File: config.mk
export PLATFORM = sky130hd
export DESIGN_NAME = warp_scheduler
export DESIGN_NICKNAME = d
export VERILOG_FILES = /design/src/rtl/sched_cfg_pkg.sv /design/src/rtl/sched_msg_pkg.sv /design/src/rtl/warp_event_router.sv /design/src/rtl/warp_slot.sv /design/src/rtl/barrier_table.sv /design/src/rtl/warp_issue.sv /design/src/rtl/warp_scheduler.sv
export SDC_FILE = /design/constraint.sdc
export NUM_CORES = 1
export LEC_CHECK = 0
export BUFFER_PORTS_ARGS = -buffer_cell sky130_fd_sc_hd__buf_4
export CAP_MARGIN = 25
export CORE_MARGIN = 2
export CORE_UTILIZATION = 60
export CTS_CLUSTER_SIZE = 28
export DETAILED_ROUTE_END_ITERATION = 6
export PLACE_DENSITY = 0.78
export SYNTH_ARGS = -nofsm -noshare
export SYNTH_HDL_FRONTEND = slang
export SYNTH_HIERARCHICAL = 1
export SYNTH_SLANG_ARGS = --single-unit
File: constraint.sdc
create_clock -name clk -period 6.05 [get_ports clk]
set_clock_uncertainty 0.05 [all_clocks]
set_input_delay 0.605 -clock clk [delete_from_list [all_inputs] [get_ports clk]]
set_output_delay 0.605 -clock clk [all_outputs]
set_load 0.05 [all_outputs]
File: src/rtl/sched_cfg_pkg.sv
// Warp scheduler sizing
package sched_cfg_pkg;

    // warps in the core and lanes per warp
    localparam int NUM_WARPS   = 4;
    localparam int NUM_THREADS = 4;

    // program counters hold word addresses
    localparam int PC_BITS = 30;

    // local barrier slots
    localparam int NUM_BARRIERS = 4;

    // index widths
    localparam int NW_BITS = $clog2(NUM_WARPS);
    localparam int NB_BITS = $clog2(NUM_BARRIERS);

    // barrier generation counter, also the width of an arrive token
    localparam int GEN_BITS = 8;

endpackage

File: src/rtl/sched_msg_pkg.sv
// Warp scheduler message types
package sched_msg_pkg;

    // warp control opcodes
    typedef enum logic [1:0] {
        CTL_TMC        = 2'd0,
        CTL_WSPAWN     = 2'd1,
        CTL_BAR_ARRIVE = 2'd2,
        CTL_BAR_WAIT   = 2'd3
    } ctl_op_e;

    // warp control request from execute
    typedef struct packed {
        logic                                  valid;
        ctl_op_e                               op;
        logic [sched_cfg_pkg::NW_BITS-1:0]     wid;
        // new thread mask for TMC
        logic [sched_cfg_pkg::NUM_THREADS-1:0] tmask;
        // warps to start on WSPAWN, and their entry pc
        logic [sched_cfg_pkg::NUM_WARPS-1:0]   wmask;
        logic [sched_cfg_pkg::PC_BITS-1:0]     pc;
        logic [sched_cfg_pkg::NB_BITS-1:0]     bar_id;
        // expected warps minus one
        logic [sched_cfg_pkg::NW_BITS-1:0]     bar_count;
        logic [sched_cfg_pkg::GEN_BITS-1:0]    token;
    } warp_ctl_t;

    // branch resolution from the ALU
    typedef struct packed {
        logic                              valid;
        logic [sched_cfg_pkg::NW_BITS-1:0] wid;
        logic                              taken;
        logic [sched_cfg_pkg::PC_BITS-1:0] dest;
    } branch_t;

    // per-warp update applied at the next edge
    typedef struct packed {
        logic                                  unlock;
        logic                                  issue;
        logic                                  set_tmask;
        logic [sched_cfg_pkg::NUM_THREADS-1:0] tmask;
        logic                                  set_pc;
        logic [sched_cfg_pkg::PC_BITS-1:0]     pc;
    } warp_event_t;

    // issued warp, towards fetch
    typedef struct packed {
        logic [sched_cfg_pkg::NW_BITS-1:0]     wid;
        logic [sched_cfg_pkg::NUM_THREADS-1:0] tmask;
        logic [sched_cfg_pkg::PC_BITS-1:0]     pc;
    } sched_out_t;

endpackage

File: src/rtl/warp_event_router.sv
// Warp event router
module warp_event_router (
    input  logic                                         clk,
    input  logic                                         reset,
    input  sched_msg_pkg::warp_ctl_t                     ctl,
    input  sched_msg_pkg::branch_t                       branch,
    input  logic                                         unlock_valid,
    input  logic [sched_cfg_pkg::NW_BITS-1:0]            unlock_wid,
    input  logic [sched_cfg_pkg::NUM_WARPS-1:0]          wake,
    input  logic                                         wait_pass,
    input  logic [sched_cfg_pkg::NUM_WARPS-1:0]          active,
    input  logic                                         pick_valid,
    input  logic [sched_cfg_pkg::NW_BITS-1:0]            pick_wid,
    output sched_msg_pkg::warp_event_t [sched_cfg_pkg::NUM_WARPS-1:0] events
);

    typedef struct packed {
        logic                                valid;
        logic [sched_cfg_pkg::NW_BITS-1:0]   wid;
        logic [sched_cfg_pkg::NUM_WARPS-1:0] wmask;
        logic [sched_cfg_pkg::PC_BITS-1:0]   pc;
    } spawn_t;

    spawn_t                              spawn_q;
    logic                                single_active;
    logic                                spawn_fire;
    logic [sched_cfg_pkg::NUM_WARPS-1:0] unlock_mask;
    logic [sched_cfg_pkg::NUM_WARPS-1:0] issued_q;

    // exactly one bit set in the active mask
    assign single_active = (active != '0) && ((active & (active - 1'b1)) == '0);
    assign spawn_fire    = spawn_q.valid && single_active;

    always_comb begin
        events = '0;
        if (ctl.valid) begin
            case (ctl.op)
                sched_msg_pkg::CTL_TMC: begin
                    events[ctl.wid].set_tmask = 1'b1;
                    events[ctl.wid].tmask     = ctl.tmask;
                    events[ctl.wid].unlock    = 1'b1;
                end
                sched_msg_pkg::CTL_BAR_ARRIVE: events[ctl.wid].unlock = 1'b1;
                sched_msg_pkg::CTL_BAR_WAIT:   events[ctl.wid].unlock = wait_pass;
                // spawner stays locked until the spawn is applied
                default: ;
            endcase
        end
        if (branch.valid) begin
            events[branch.wid].unlock = 1'b1;
            if (branch.taken) begin
                events[branch.wid].set_pc = 1'b1;
                events[branch.wid].pc     = branch.dest;
            end
        end
        if (unlock_valid) begin
            events[unlock_wid].unlock = 1'b1;
        end
        for (int w = 0; w < sched_cfg_pkg::NUM_WARPS; w++) begin
            if (wake[w]) begin
                events[w].unlock = 1'b1;
            end
            if (spawn_fire && spawn_q.wmask[w]) begin
                events[w].set_tmask = 1'b1;
                events[w].tmask     = sched_cfg_pkg::NUM_THREADS'(1);
                events[w].set_pc    = 1'b1;
                events[w].pc        = spawn_q.pc;
                events[w].unlock    = 1'b1;
            end
        end
        if (spawn_fire) begin
            events[spawn_q.wid].unlock = 1'b1;
        end
        if (pick_valid) begin
            events[pick_wid].issue = 1'b1;
        end
        for (int w = 0; w < sched_cfg_pkg::NUM_WARPS; w++) begin
            unlock_mask[w] = events[w].unlock;
        end
    end

    always_ff @(posedge clk) begin
        if (reset) begin
            spawn_q.valid <= 1'b0;
        end else begin
            if (spawn_fire) begin
                spawn_q.valid <= 1'b0;
            end
            if (ctl.valid && ctl.op == sched_msg_pkg::CTL_WSPAWN) begin
                spawn_q <= '{valid: 1'b1, wid: ctl.wid, wmask: ctl.wmask, pc: ctl.pc};
            end
        end
    end

    // warps issued and still waiting for their unlock
    always_ff @(posedge clk) begin
        if (reset) begin
            issued_q <= '0;
        end else begin
            issued_q <= (issued_q & ~unlock_mask)
                      | (pick_valid ? (sched_cfg_pkg::NUM_WARPS'(1) << pick_wid) : '0);
        end
    end

    // requests may only come back for a warp that was issued and not yet released
    a_target_stalled: assert property (@(posedge clk) disable iff (reset)
        (!ctl.valid || issued_q[ctl.wid])
        && (!branch.valid || issued_q[branch.wid])
        && (!unlock_valid || issued_q[unlock_wid]));

endmodule

File: src/rtl/warp_slot.sv
// Single warp state slot
module warp_slot #(
    // slot that runs out of reset
    parameter bit BOOT = 1'b0
) (
    input  logic                                  clk,
    input  logic                                  reset,
    input  logic [sched_cfg_pkg::PC_BITS-1:0]     start_pc,
    input  sched_msg_pkg::warp_event_t            evt,
    output logic                                  active,
    output logic                                  ready,
    output logic [sched_cfg_pkg::NUM_THREADS-1:0] tmask,
    output logic [sched_cfg_pkg::PC_BITS-1:0]     pc
);

    logic [sched_cfg_pkg::NUM_THREADS-1:0] tmask_q;
    logic [sched_cfg_pkg::PC_BITS-1:0]     pc_q;
    logic                                  stalled_q;

    always_ff @(posedge clk) begin
        if (reset) begin
            // boot warp starts with lane 0 only
            tmask_q   <= BOOT ? sched_cfg_pkg::NUM_THREADS'(1) : '0;
            pc_q      <= start_pc;
            stalled_q <= 1'b0;
        end else begin
            if (evt.set_tmask) begin
                tmask_q <= evt.tmask;
            end

            // redirect wins over the sequential advance
            if (evt.set_pc) begin
                pc_q <= evt.pc;
            end else if (evt.issue) begin
                pc_q <= pc_q + sched_cfg_pkg::PC_BITS'(1);
            end

            // held until decode, branch or control releases it
            if (evt.issue) begin
                stalled_q <= 1'b1;
            end else if (evt.unlock) begin
                stalled_q <= 1'b0;
            end
        end
    end

    // a warp with no live lanes is inactive
    assign active = (tmask_q != '0);
    assign ready  = active && !stalled_q;
    assign tmask  = tmask_q;
    assign pc     = pc_q;

endmodule

File: src/rtl/barrier_table.sv
// Local barrier table
module barrier_table (
    input  logic                                 clk,
    input  logic                                 reset,
    input  sched_msg_pkg::warp_ctl_t             ctl,
    output logic [sched_cfg_pkg::NUM_WARPS-1:0]  wake,
    output logic                                 wait_pass,
    output logic [sched_cfg_pkg::GEN_BITS-1:0]   arrive_token
);

    // per barrier arrivals, generation and waiting warps
    logic [sched_cfg_pkg::NUM_BARRIERS-1:0][sched_cfg_pkg::NW_BITS-1:0]   count_q;
    logic [sched_cfg_pkg::NUM_BARRIERS-1:0][sched_cfg_pkg::GEN_BITS-1:0]  gen_q;
    logic [sched_cfg_pkg::NUM_BARRIERS-1:0][sched_cfg_pkg::NUM_WARPS-1:0] waiting_q;

    logic                                       is_arrive;
    logic                                       is_wait;
    logic                                       last_arrival;
    logic signed [sched_cfg_pkg::GEN_BITS-1:0] gen_ahead;

    assign is_arrive = ctl.valid && (ctl.op == sched_msg_pkg::CTL_BAR_ARRIVE);
    assign is_wait   = ctl.valid && (ctl.op == sched_msg_pkg::CTL_BAR_WAIT);

    // bar_count is the expected number minus one
    assign last_arrival = (count_q[ctl.bar_id] == ctl.bar_count);

    // wrap-safe distance between generation and token
    assign gen_ahead = gen_q[ctl.bar_id] - ctl.token;

    // generation before this arrival
    assign arrive_token = gen_q[ctl.bar_id];
    assign wait_pass    = is_wait && (gen_ahead > 0);
    assign wake         = (is_arrive && last_arrival) ? waiting_q[ctl.bar_id] : '0;

    always_ff @(posedge clk) begin
        if (reset) begin
            count_q   <= '0;
            gen_q     <= '0;
            waiting_q <= '0;
        end else if (is_arrive) begin
            if (last_arrival) begin
                // last arrival starts the next generation
                count_q[ctl.bar_id]   <= '0;
                gen_q[ctl.bar_id]     <= gen_q[ctl.bar_id] + 1'b1;
                waiting_q[ctl.bar_id] <= '0;
            end else begin
                count_q[ctl.bar_id] <= count_q[ctl.bar_id] + 1'b1;
            end
        end else if (is_wait && !wait_pass) begin
            // park until the generation moves on
            waiting_q[ctl.bar_id][ctl.wid] <= 1'b1;
        end
    end

    // arrivals never overshoot the expected count of the barrier
    a_count_range: assert property (@(posedge clk) disable iff (reset)
        is_arrive |-> (count_q[ctl.bar_id] <= ctl.bar_count));

endmodule

File: src/rtl/warp_issue.sv
// Warp selection and output buffer
module warp_issue (
    input  logic                                                    clk,
    input  logic                                                    reset,
    input  logic [sched_cfg_pkg::NUM_WARPS-1:0]                     ready,
    input  logic [sched_cfg_pkg::NUM_WARPS-1:0][sched_cfg_pkg::NUM_THREADS-1:0] tmask,
    input  logic [sched_cfg_pkg::NUM_WARPS-1:0][sched_cfg_pkg::PC_BITS-1:0]     pc,
    output logic                                                    pick_valid,
    output logic [sched_cfg_pkg::NW_BITS-1:0]                       pick_wid,
    output logic                                                    out_valid,
    output sched_msg_pkg::sched_out_t                               out,
    input  logic                                                    out_ready
);

    logic                              sel_found;
    logic [sched_cfg_pkg::NW_BITS-1:0] sel_wid;

    // two-entry buffer, payload only
    sched_msg_pkg::sched_out_t [1:0]   buf_q;
    logic                              wr_ptr_q;
    logic                              rd_ptr_q;
    logic [1:0]                        count_q;
    logic                              push;
    logic                              pop;

    // lowest ready index wins
    always_comb begin
        sel_found = 1'b0;
        sel_wid   = '0;
        for (int w = sched_cfg_pkg::NUM_WARPS - 1; w >= 0; w--) begin
            if (ready[w]) begin
                sel_found = 1'b1;
                sel_wid   = sched_cfg_pkg::NW_BITS'(w);
            end
        end
    end

    // only take a warp when the buffer can hold it
    assign pick_valid = sel_found && (count_q != 2'd2);
    assign pick_wid   = sel_wid;

    assign push      = pick_valid;
    assign pop       = out_valid && out_ready;
    assign out_valid = (count_q != 2'd0);
    assign out       = buf_q[rd_ptr_q];

    always_ff @(posedge clk) begin
        if (push) begin
            buf_q[wr_ptr_q] <= '{wid: sel_wid, tmask: tmask[sel_wid], pc: pc[sel_wid]};
        end
    end

    always_ff @(posedge clk) begin
        if (reset) begin
            wr_ptr_q <= 1'b0;
            rd_ptr_q <= 1'b0;
            count_q  <= 2'd0;
        end else begin
            if (push) begin
                wr_ptr_q <= ~wr_ptr_q;
            end
            if (pop) begin
                rd_ptr_q <= ~rd_ptr_q;
            end
            count_q <= count_q + 2'(push) - 2'(pop);
        end
    end

    // fetch sees a held item unchanged
    a_out_stable: assert property (@(posedge clk) disable iff (reset)
        out_valid && !out_ready |=> out_valid && $stable(out));

    // the slot stalls at the pick edge, so the same warp is not ready right after
    a_pick_stalls: assert property (@(posedge clk) disable iff (reset)
        pick_valid |=> !ready[$past(pick_wid)]);

endmodule

File: src/rtl/warp_scheduler.sv
// Warp scheduler top
module warp_scheduler (
    input  logic                                clk,
    input  logic                                reset,
    input  logic [sched_cfg_pkg::PC_BITS-1:0]   start_pc,
    input  sched_msg_pkg::warp_ctl_t            ctl,
    input  sched_msg_pkg::branch_t              branch,
    input  logic                                unlock_valid,
    input  logic [sched_cfg_pkg::NW_BITS-1:0]   unlock_wid,
    input  logic                                out_ready,
    output logic                                out_valid,
    output sched_msg_pkg::sched_out_t           out,
    output logic [sched_cfg_pkg::GEN_BITS-1:0]  arrive_token,
    output logic                                busy
);

    sched_msg_pkg::warp_event_t [sched_cfg_pkg::NUM_WARPS-1:0]             events;
    logic [sched_cfg_pkg::NUM_WARPS-1:0]                                   active;
    logic [sched_cfg_pkg::NUM_WARPS-1:0]                                   ready;
    logic [sched_cfg_pkg::NUM_WARPS-1:0][sched_cfg_pkg::NUM_THREADS-1:0]   tmask;
    logic [sched_cfg_pkg::NUM_WARPS-1:0][sched_cfg_pkg::PC_BITS-1:0]       pc;
    logic [sched_cfg_pkg::NUM_WARPS-1:0]                                   wake;
    logic                                                                  wait_pass;
    logic                                                                  pick_valid;
    logic [sched_cfg_pkg::NW_BITS-1:0]                                     pick_wid;

    warp_event_router u_router (
        .clk          (clk),
        .reset        (reset),
        .ctl          (ctl),
        .branch       (branch),
        .unlock_valid (unlock_valid),
        .unlock_wid   (unlock_wid),
        .wake         (wake),
        .wait_pass    (wait_pass),
        .active       (active),
        .pick_valid   (pick_valid),
        .pick_wid     (pick_wid),
        .events       (events)
    );

    barrier_table u_barriers (
        .clk          (clk),
        .reset        (reset),
        .ctl          (ctl),
        .wake         (wake),
        .wait_pass    (wait_pass),
        .arrive_token (arrive_token)
    );

    // warp 0 boots at start_pc
    for (genvar w = 0; w < sched_cfg_pkg::NUM_WARPS; w++) begin : g_slot
        warp_slot #(
            .BOOT (w == 0)
        ) u_slot (
            .clk      (clk),
            .reset    (reset),
            .start_pc (start_pc),
            .evt      (events[w]),
            .active   (active[w]),
            .ready    (ready[w]),
            .tmask    (tmask[w]),
            .pc       (pc[w])
        );
    end

    warp_issue u_issue (
        .clk        (clk),
        .reset      (reset),
        .ready      (ready),
        .tmask      (tmask),
        .pc         (pc),
        .pick_valid (pick_valid),
        .pick_wid   (pick_wid),
        .out_valid  (out_valid),
        .out        (out),
        .out_ready  (out_ready)
    );

    // busy while any warp is active, high coming out of reset
    always_ff @(posedge clk) begin
        if (reset) begin
            busy <= 1'b1;
        end else begin
            busy <= |active;
        end
    end

endmodule

==> results of run 1 <==
## cells in the final DEF (no fill, tap or decap), types with 8 or more instances in the layout
cell,n
sky130_fd_sc_hd__mux4_2,14
sky130_fd_sc_hd__a221o_1,34
sky130_fd_sc_hd__nor2_1,170
sky130_fd_sc_hd__nand2_1,295
sky130_fd_sc_hd__o22ai_1,25
sky130_fd_sc_hd__inv_1,101
sky130_fd_sc_hd__xor2_1,54
sky130_fd_sc_hd__a21oi_1,84
sky130_fd_sc_hd__xnor2_1,62
sky130_fd_sc_hd__nand3_1,45
sky130_fd_sc_hd__nor4_4,9
sky130_fd_sc_hd__o21ai_1,10
sky130_fd_sc_hd__nand4_1,38
sky130_fd_sc_hd__edfxtp_1,228
sky130_fd_sc_hd__a31oi_1,9
sky130_fd_sc_hd__mux2i_1,154
sky130_fd_sc_hd__o22ai_2,31
sky130_fd_sc_hd__buf_4,195
sky130_fd_sc_hd__and3_1,19
sky130_fd_sc_hd__nor3_1,33
sky130_fd_sc_hd__o21ai_2,13
sky130_fd_sc_hd__ha_1,14
sky130_fd_sc_hd__clkbuf_16,36
sky130_fd_sc_hd__a211oi_1,34
sky130_fd_sc_hd__a22oi_1,62
sky130_fd_sc_hd__dfxtp_1,82
sky130_fd_sc_hd__clkbuf_1,10
sky130_fd_sc_hd__nor4_1,16
sky130_fd_sc_hd__o21ai_0,96
sky130_fd_sc_hd__or3_1,14
sky130_fd_sc_hd__mux2_2,42
sky130_fd_sc_hd__nor2b_1,8
sky130_fd_sc_hd__and2_1,11
## routing by layer
metal  up-vias  share of wire (%)
met5         -                  0
met4         0                2.8
met1      7930                 40
met3       119                 13
met2      1001                 44
li1       7721                  -
## state kept, by name, indices dropped and copies added, names as in the netlist
signal	count
g_slot.u_slot/pc	120
u_issue/buf_q	72
u_router/spawn_q	37
u_barriers/gen_q	32
g_slot.u_slot/tmask	16
u_barriers/waiting_q	16
u_barriers/count_q	8
g_slot.u_slot/stalled_q	4
u_issue/count_q	2
busy	1
u_issue/rd_ptr_q	1
u_issue/wr_ptr_q	1
## path summary, 6_finish.rpt
path	from	to	slack, ns	cells after the start
max	g_slot[3].u_slot/tmask[3]	g_slot[1].u_slot/pc[15]	1.84	11
min	ctl[13]	u_router/spawn_q[1]	0.21	1
max reg2reg	g_slot[3].u_slot/tmask[3]	g_slot[1].u_slot/pc[15]	1.84	11
min reg2reg	u_barriers/waiting_q[4]	u_barriers/waiting_q[4]	0.41	2
## logic make-up after synthesis
kind of cell	synth area share, %
and+or+nand+nor	18.1
buffers and inverters	5.70
xor gates and xnor gates	5.45
muxes	12.1
adders and majority gates	0.979
AOI/OAI and AO/OA	15.1
DFF	42.6
## critical path: stages (launching register included)
cell and delay [ns]:
sky130_fd_sc_hd__dfxtp_1 0.33, sky130_fd_sc_hd__or4_1 0.65, sky130_fd_sc_hd__nor4b_1 0.42, sky130_fd_sc_hd__a211oi_2 0.07, sky130_fd_sc_hd__buf_4 0.23, sky130_fd_sc_hd__nor2_8 0.63
sky130_fd_sc_hd__or2_2 0.49, sky130_fd_sc_hd__inv_1 0.21, sky130_fd_sc_hd__nand2_1 0.52, sky130_fd_sc_hd__nor2_1 0.08, sky130_fd_sc_hd__a31oi_1 0.18, sky130_fd_sc_hd__nand2_1 0.06
## per-stage QoR
| stage | cell area (sq um) | util [%] | total power [mW] | setup slack, ns |
|---|---|---|---|---|
| after floorplan | 19900 | - | 4.44 | 0.793 |
| after global placement | 21300 | 65.3 | 5.07 | 1.99 |
| after detailed placement | 21400 | 65.5 | 5.13 | 1.89 |
| after CTS | 22500 | 69.0 | 7.27 | 1.86 |
| after global routing | 22500 | 69.1 | 7.55 | 1.67 |
| final | 22500 | 69.1 | 7.28 | 1.84 |
## power by group through the flow
stage | Sequential, mW | Combinational [mW] | Clock [mW]
floorplan | 2.93 | 1.51 | 0
global placement | 2.99 | 2.08 | 0
detailed placement | 3.01 | 2.12 | 0
CTS | 2.96 | 2.14 | 2.17
global route | 3.01 | 2.29 | 2.25
finish | 2.97 | 2.17 | 2.14
## final cells by class
type                    instances  area (sq um)  share of cell area [%]
multi-input cells            1504         10400                    46.0
repair buffers                200          1550                    6.87
flip-flops and latches        310          8490                    37.7
diodes                          2          5.00                  0.0222
well taps                     442           553                    2.45
clock inverters                15           193                   0.855
clock buffers                  48           966                    4.29
inverters                     109           409                    1.82
==> key figures, run 1 <==
Power and ir drop
  • Part of the power in combinational logic: 29.8%
  • Switching power share of the total: around a third
  • P per Cell Area: 323 nW/um^2
  • Switching power total: roughly 2.5 mW
  • Static leakage: roughly 8 nW
  • Proportion of power drawn by flip-flops and latches: 40.8%
  • Worst vdd rail ir drop: approximately 0.00026 V
  • Clock power share: 29.4%
  • Internal portion of total power: 4.78 mW

Global routing
  • Met3 layer usage reported by global route: ~9.2%
  • Global-route met2 utilization: between 40% and 50%
  • Grt ovf: 0
  • Most utilized layer in the global route result: met2
  • First-pass GRT wire length: 90.1 mm
  • Pin count of the biggest net entering global routing: 86
  • Initial antenna violation count: 4
  • Number of global-route vias before repair: 15630
  • Global routing usage on met1: about 47%
  • Overall Global Routing Usage: 33.0%

Floorplan
  • I/O pins: roughly 170
  • Die outline width: roughly 190 microns
  • Effective utilization at floorplan: approximately 61%
  • Die height: 186 microns
  • Floorplan die area: 34700 sq um
  • Area of the core: ~33000 sq um
  • Number of cell rows: between 60 and 70

Synth
  • Fraction of post-synthesis cell area in the top cell type by area: 34.3%
  • Net count after synthesis: roughly 2200
  • Most frequent cell after synthesis: sky130_fd_sc_hd__nand2_1
  • Number of flip-flops and latches in the synthesized netlist: just over 300
  • Seq/Total Area, Yosys: between 40% and 50%
  • Yosys warnings: 6
  • Synthesized area: between 15000 and 20000 sq um
  • Post-synthesis cell count: around 2000
  • Distinct cell type count of the synthesized netlist: 71
  • Async set-reset flop share out of synthesis: 0%
  • Leading area contributor after synthesis: sky130_fd_sc_hd__edfxtp_1
  • Average cell area after synthesis: roughly 9.7 sq um
  • Top cells by area in the synthesized netlist: sky130_fd_sc_hd__edfxtp_1 (34%), sky130_fd_sc_hd__dfxtp_1 (8.2%), sky130_fd_sc_hd__mux2i_1 (7.7%)
  • Top cells by instance count after synthesis: sky130_fd_sc_hd__nand2_1 (295), sky130_fd_sc_hd__edfxtp_1 (228), sky130_fd_sc_hd__nor2_1 (171)
  • EDFF count, synth: around 230
  • Dominant synthesized flop cell: sky130_fd_sc_hd__edfxtp_1

Place
  • Placed instance count: 2563
  • PortBufs: 170
  • Gpl congestion: approximately 1.0
  • Post-detailed-placement half-perimeter wirelength: ~43 mm

Critical path
  • Type of the worst setup path: reg -> reg
  • Critical path data required time: ~6.3 ns
  • Maximum fanout along the worst path: 33
  • Data arrival time of the worst path: around 4.4 ns
  • Setup crit end kind: flop
  • CP startpoint kind: flop

Clocking
  • Buffers from clock root to sink, at most: 3
  • CTS Root Buffer Type: sky130_fd_sc_hd__clkbuf_16
  • Gates resized, CTS repair: 0
  • Clock tree from TritonCTS: done
  • Number of buffers inserted during clock tree synthesis: 35
  • # H-tree levels: 2
  • Post-CTS setup buffer count: 0
  • Clock-pin transition on the worst setup and hold timing paths: 0.06 ns
  • Hold buffers post-CTS: 0
  • Count of clock tree sinks: between 300 and 400
  • Clock latency of the later-clocked register in the worst-skew pair: 0.52 ns

Detailed routing
  • ANT nets after route: 0
  • Overall routed net length: 58.9 mm
  • Initial DRC Count: roughly 2100
  • TritonRoute pass-1 iters: 7
  • Average wire length per cell after detail routing: between 20 and 25 microns
  • Detailed-route DRC error count: 0
  • Drt via density: approximately 6.4
  • Vias after detailed routing: between 15000 and 20000

Final layout
  • Area growth from synthesis to layout: 13.0%
  • Final standard cell count with taps included and fillers excluded: 2630
  • Ratio of cells with drive above 1 in the final layout: a little under a fifth
  • Final-layout fill cell count: about 2500
  • Layout net count: 2300

STA
  • Worst Max-Slew Pin Slew: approximately 1.0 ns
  • Final setup TNS: 0 ns
  • Worst rel slew slack: around a third
  • Setup-violating endpoint count in the final report: 0
  • Worst Hold Margin: roughly 0.21 ns
  • Final hold violations: 0
  • Top achievable clock speed: around 0.24 GHz
  • Number of pins with negative max-slew slack in the final report: 0
  • Period minus WS final: 4.21 ns
  • Tcrit/Tclk final: a little over two thirds
  • RSZ-0062 raised after global routing: no

Hold path
  • Hold Path Class: in -> reg

Run status
  • Result of the run: complete, no violations

Flow run
  • Max-cap violations: 0
Power figures use the tool's default switching activity.
==> run 2, diff against run 1 <==
--- a/config.mk
+++ b/config.mk
@@ -8,10 +8,10 @@
 export BUFFER_PORTS_ARGS = -buffer_cell sky130_fd_sc_hd__buf_4
 export CAP_MARGIN = 25
 export CORE_MARGIN = 2
-export CORE_UTILIZATION = 60
+export CORE_UTILIZATION = 55
 export CTS_CLUSTER_SIZE = 28
 export DETAILED_ROUTE_END_ITERATION = 6
-export PLACE_DENSITY = 0.78
+export PLACE_DENSITY = 0.75
 export SYNTH_ARGS = -nofsm -noshare
 export SYNTH_HDL_FRONTEND = slang
 export SYNTH_HIERARCHICAL = 1
==> constraint.sdc (replaced) <==
create_clock -name clk -period 3.4 [get_ports clk]
set_clock_uncertainty 0.05 [all_clocks]
set_input_delay 0.34 -clock clk [delete_from_list [all_inputs] [get_ports clk]]
set_output_delay 0.34 -clock clk [all_outputs]
set_load 0.05 [all_outputs]
==> key figures, run 2 (synthesis results as in run 1) <==
Floorplan
  • Area of the core: 35700 sq um (+9.3%)
  • Die outline width: 194 microns (+4.4%)
  • Effective utilization at floorplan: 55.9% (-5.2 points)
  • Number of cell rows: 69 (+4.5%)
  • Die height: 194 microns (+4.4%)
  • I/O pins: 171 (unchanged)
  • Floorplan die area: 37800 sq um (+8.9%)

Critical path
  • Data arrival time of the worst path: 3.45 ns (-0.97 ns)
  • CP startpoint kind: flop
  • Setup crit end kind: flop
  • Critical path data required time: 3.60 ns (-2.66 ns)
  • Type of the worst setup path: reg -> reg
  • Count of cells along the worst register-to-register path: 11 (unchanged)
  • Maximum fanout along the worst path: 16 (-52%)

Hold path
  • Hold Path Class: in -> reg
  • Worst hold path cell count: 1 (unchanged)

STA
  • RSZ-0062 raised after global routing: yes
  • Final setup TNS: 0 ns (unchanged)
  • Period minus WS final: 3.25 ns (-0.957 ns)
  • Setup-violating endpoint count in the final report: 0 (unchanged)
  • Final hold violations: 0 (unchanged)
  • Final worst-path setup slack: 0.148 ns (-1.69 ns)
  • Worst rel slew slack: 40.9% (+9.0 points)
  • Worst Hold Margin: 0.0716 ns (-0.137 ns)
  • Worst Max-Slew Pin Slew: 0.885 ns (-0.135 ns)
  • Tcrit/Tclk final: 95.7% (+26 points)
  • Number of pins with negative max-slew slack in the final report: 0 (unchanged)
  • Top achievable clock speed: 0.307 GHz (+29%)

Final layout
  • Ratio of cells with drive above 1 in the final layout: 20.5% (+1.5 points)
  • Most frequent standard cell in the layout excluding fill and tap cells: sky130_fd_sc_hd__nand2_1
  • Commonest cells after routing, fill and taps aside: sky130_fd_sc_hd__nand2_1 (295), sky130_fd_sc_hd__buf_4 (234), sky130_fd_sc_hd__edfxtp_1 (228), sky130_fd_sc_hd__nor2_1 (170), sky130_fd_sc_hd__mux2i_1 (154)
  • Area growth from synthesis to layout: 16.6%
  • Flip-flop count of the largest register, all copies and words added: 120 (unchanged)
  • Final standard cell count with taps included and fillers excluded: 2723 (+3.5%)
  • Layout net count: 2376 (+3.3%)

Detailed routing
  • Initial DRC Count: 2260 (+6.3%)
  • Detailed-route DRC error count: 4 (+4)
  • ANT nets after route: 0 (unchanged)
  • TritonRoute pass-1 iters: 7 (unchanged)
  • Vias after detailed routing: 17127 (+2.1%)
  • Drt via density: 6.29 (-1.4%)
  • Average wire length per cell after detail routing: 21.6 microns (-3.5%)
  • Overall routed net length: 58.9 mm (about the same)

Place
  • PortBufs: 170 (unchanged)
  • Post-detailed-placement half-perimeter wirelength: 43.5 mm (+1.4%)
  • Gpl congestion: 0.967 (-3.4%)
  • DP Worst Slack: -0.123 ns (-2.01 ns)
  • Placed instance count: 2627 (+2.5%)

Power and ir drop
  • Static leakage: 8.37 nW (+4.5%)
  • P per Cell Area: 554 nW/um^2 (+72%)
  • Worst vdd rail ir drop: 0.000360 V (+39%)

Run status
  • Result of the run: complete, but fails checks
  • Violations in the final reports: DRC

Global routing
  • First-pass GRT wire length: 91.6 mm (+1.6%)
  • Pin count of the biggest net entering global routing: 69 (-20%)
  • Most utilized layer in the global route result: met2
  • Overall Global Routing Usage: 30.4% (-2.6 points)
  • Global routing usage on met1: 44.1% (-2.6 points)
  • Met3 layer usage reported by global route: 7.08% (-2.2 points)
  • Grt ovf: 0 (unchanged)
  • Initial antenna violation count: 2 (-2)
  • Number of global-route vias before repair: 16115 (+3.1%)
  • Global-route met2 utilization: 46.4% (-3.3 points)

Clocking
  • Post-CTS setup buffer count: 0 (unchanged)
  • # H-tree levels: 2 (unchanged)
  • Count of clock tree sinks: 310 (unchanged)
  • Clock latency of the later-clocked register in the worst-skew pair: 0.52 ns (about the same)
  • Number of buffers inserted during clock tree synthesis: 34 (-2.9%)
  • Clock-pin transition on the worst setup and hold timing paths: 0.06 ns (about the same)
  • CTS Root Buffer Type: sky130_fd_sc_hd__clkbuf_16
  • Clock tree from TritonCTS: done
  • Buffers from clock root to sink, at most: 3 (unchanged)

Flow run
  • Max-cap violations: 0 (unchanged)
-- run 2: cell count changes in the layout (fill, tap and decap cells not counted), sizes merged --
cell         before  now
bufinv            4    2
diode             2    1
clkinvlp          1    3
buf             200  243
dlygate4sd3       0   34
inv             108  109
clkbuf           48   45
-- run 2: layout make-up --
type	instances	area (sq um)
multi-input cells	1504	10400
clock inverters	16	150
fillers	2798	12400
diodes	1	2.50
repair buffers	277	2250
inverters	109	409
flip-flops and latches	310	8490
clock buffers	45	976
well taps	461	577
-- run 2: metrics by stage --
step                instance area, sq um  power [mW]  util (%)
floorplan                          20000        7.91         -
global placement                   21800        9.06      61.0
detailed placement                 21800        9.16      61.1
CTS                                23200        12.9      65.2
global route                       23300        13.4      65.2
finish                             23300        12.9      65.2
-- run 2: what timing repair did --
item	CTS	global route
hold buffers	34	0
resized for setup	0	5
hold endpoints to repair	34	0
endpoints found under the setup margin	0	11
-- run 2: final timing paths --
check / from / slack (ns) / endpoint
worst max-delay path: g_slot[2].u_slot/tmask[0] / 0.15 / g_slot[0].u_slot/pc[16]
worst min-delay path: ctl[51] / 0.07 / u_router/spawn_q[35]
worst max register to register: g_slot[2].u_slot/tmask[0] / 0.15 / g_slot[0].u_slot/pc[16]
worst min register to register: u_barriers/waiting_q[1] / 0.41 / u_barriers/waiting_q[1]
-- run 2: where the power goes --
| part | leakage, nW | internal, mW | switching [mW] |
|---|---|---|---|
| clock network | 0.544 | 2.19 | 1.54 |
| logic | 4.92 | 1.41 | 2.46 |
| registers | 2.90 | 4.84 | 0.451 |
| total | 8.37 | 8.44 | 4.45 |
-- run 2: layer usage --
metal,vias to the layer above,routed length (microns)
li1,7863,-
met1,8169,24700
met2,1003,25800
met3,90,7190
met4,2,1220
met5,-,11
-- run 2: worst max-delay path, stage by stage (launching register included) --
cell and delay [ns]:
sky130_fd_sc_hd__dfxtp_1 0.34, sky130_fd_sc_hd__or4_1 0.62, sky130_fd_sc_hd__nor4b_1 0.20, sky130_fd_sc_hd__a211oi_2 0.28, sky130_fd_sc_hd__buf_12 0.20, sky130_fd_sc_hd__nor2_4 0.05
sky130_fd_sc_hd__or2_2 0.34, sky130_fd_sc_hd__inv_2 0.14, sky130_fd_sc_hd__nor2_1 0.06, sky130_fd_sc_hd__buf_4 0.23, sky130_fd_sc_hd__a22oi_1 0.29, sky130_fd_sc_hd__o21ai_0 0.16
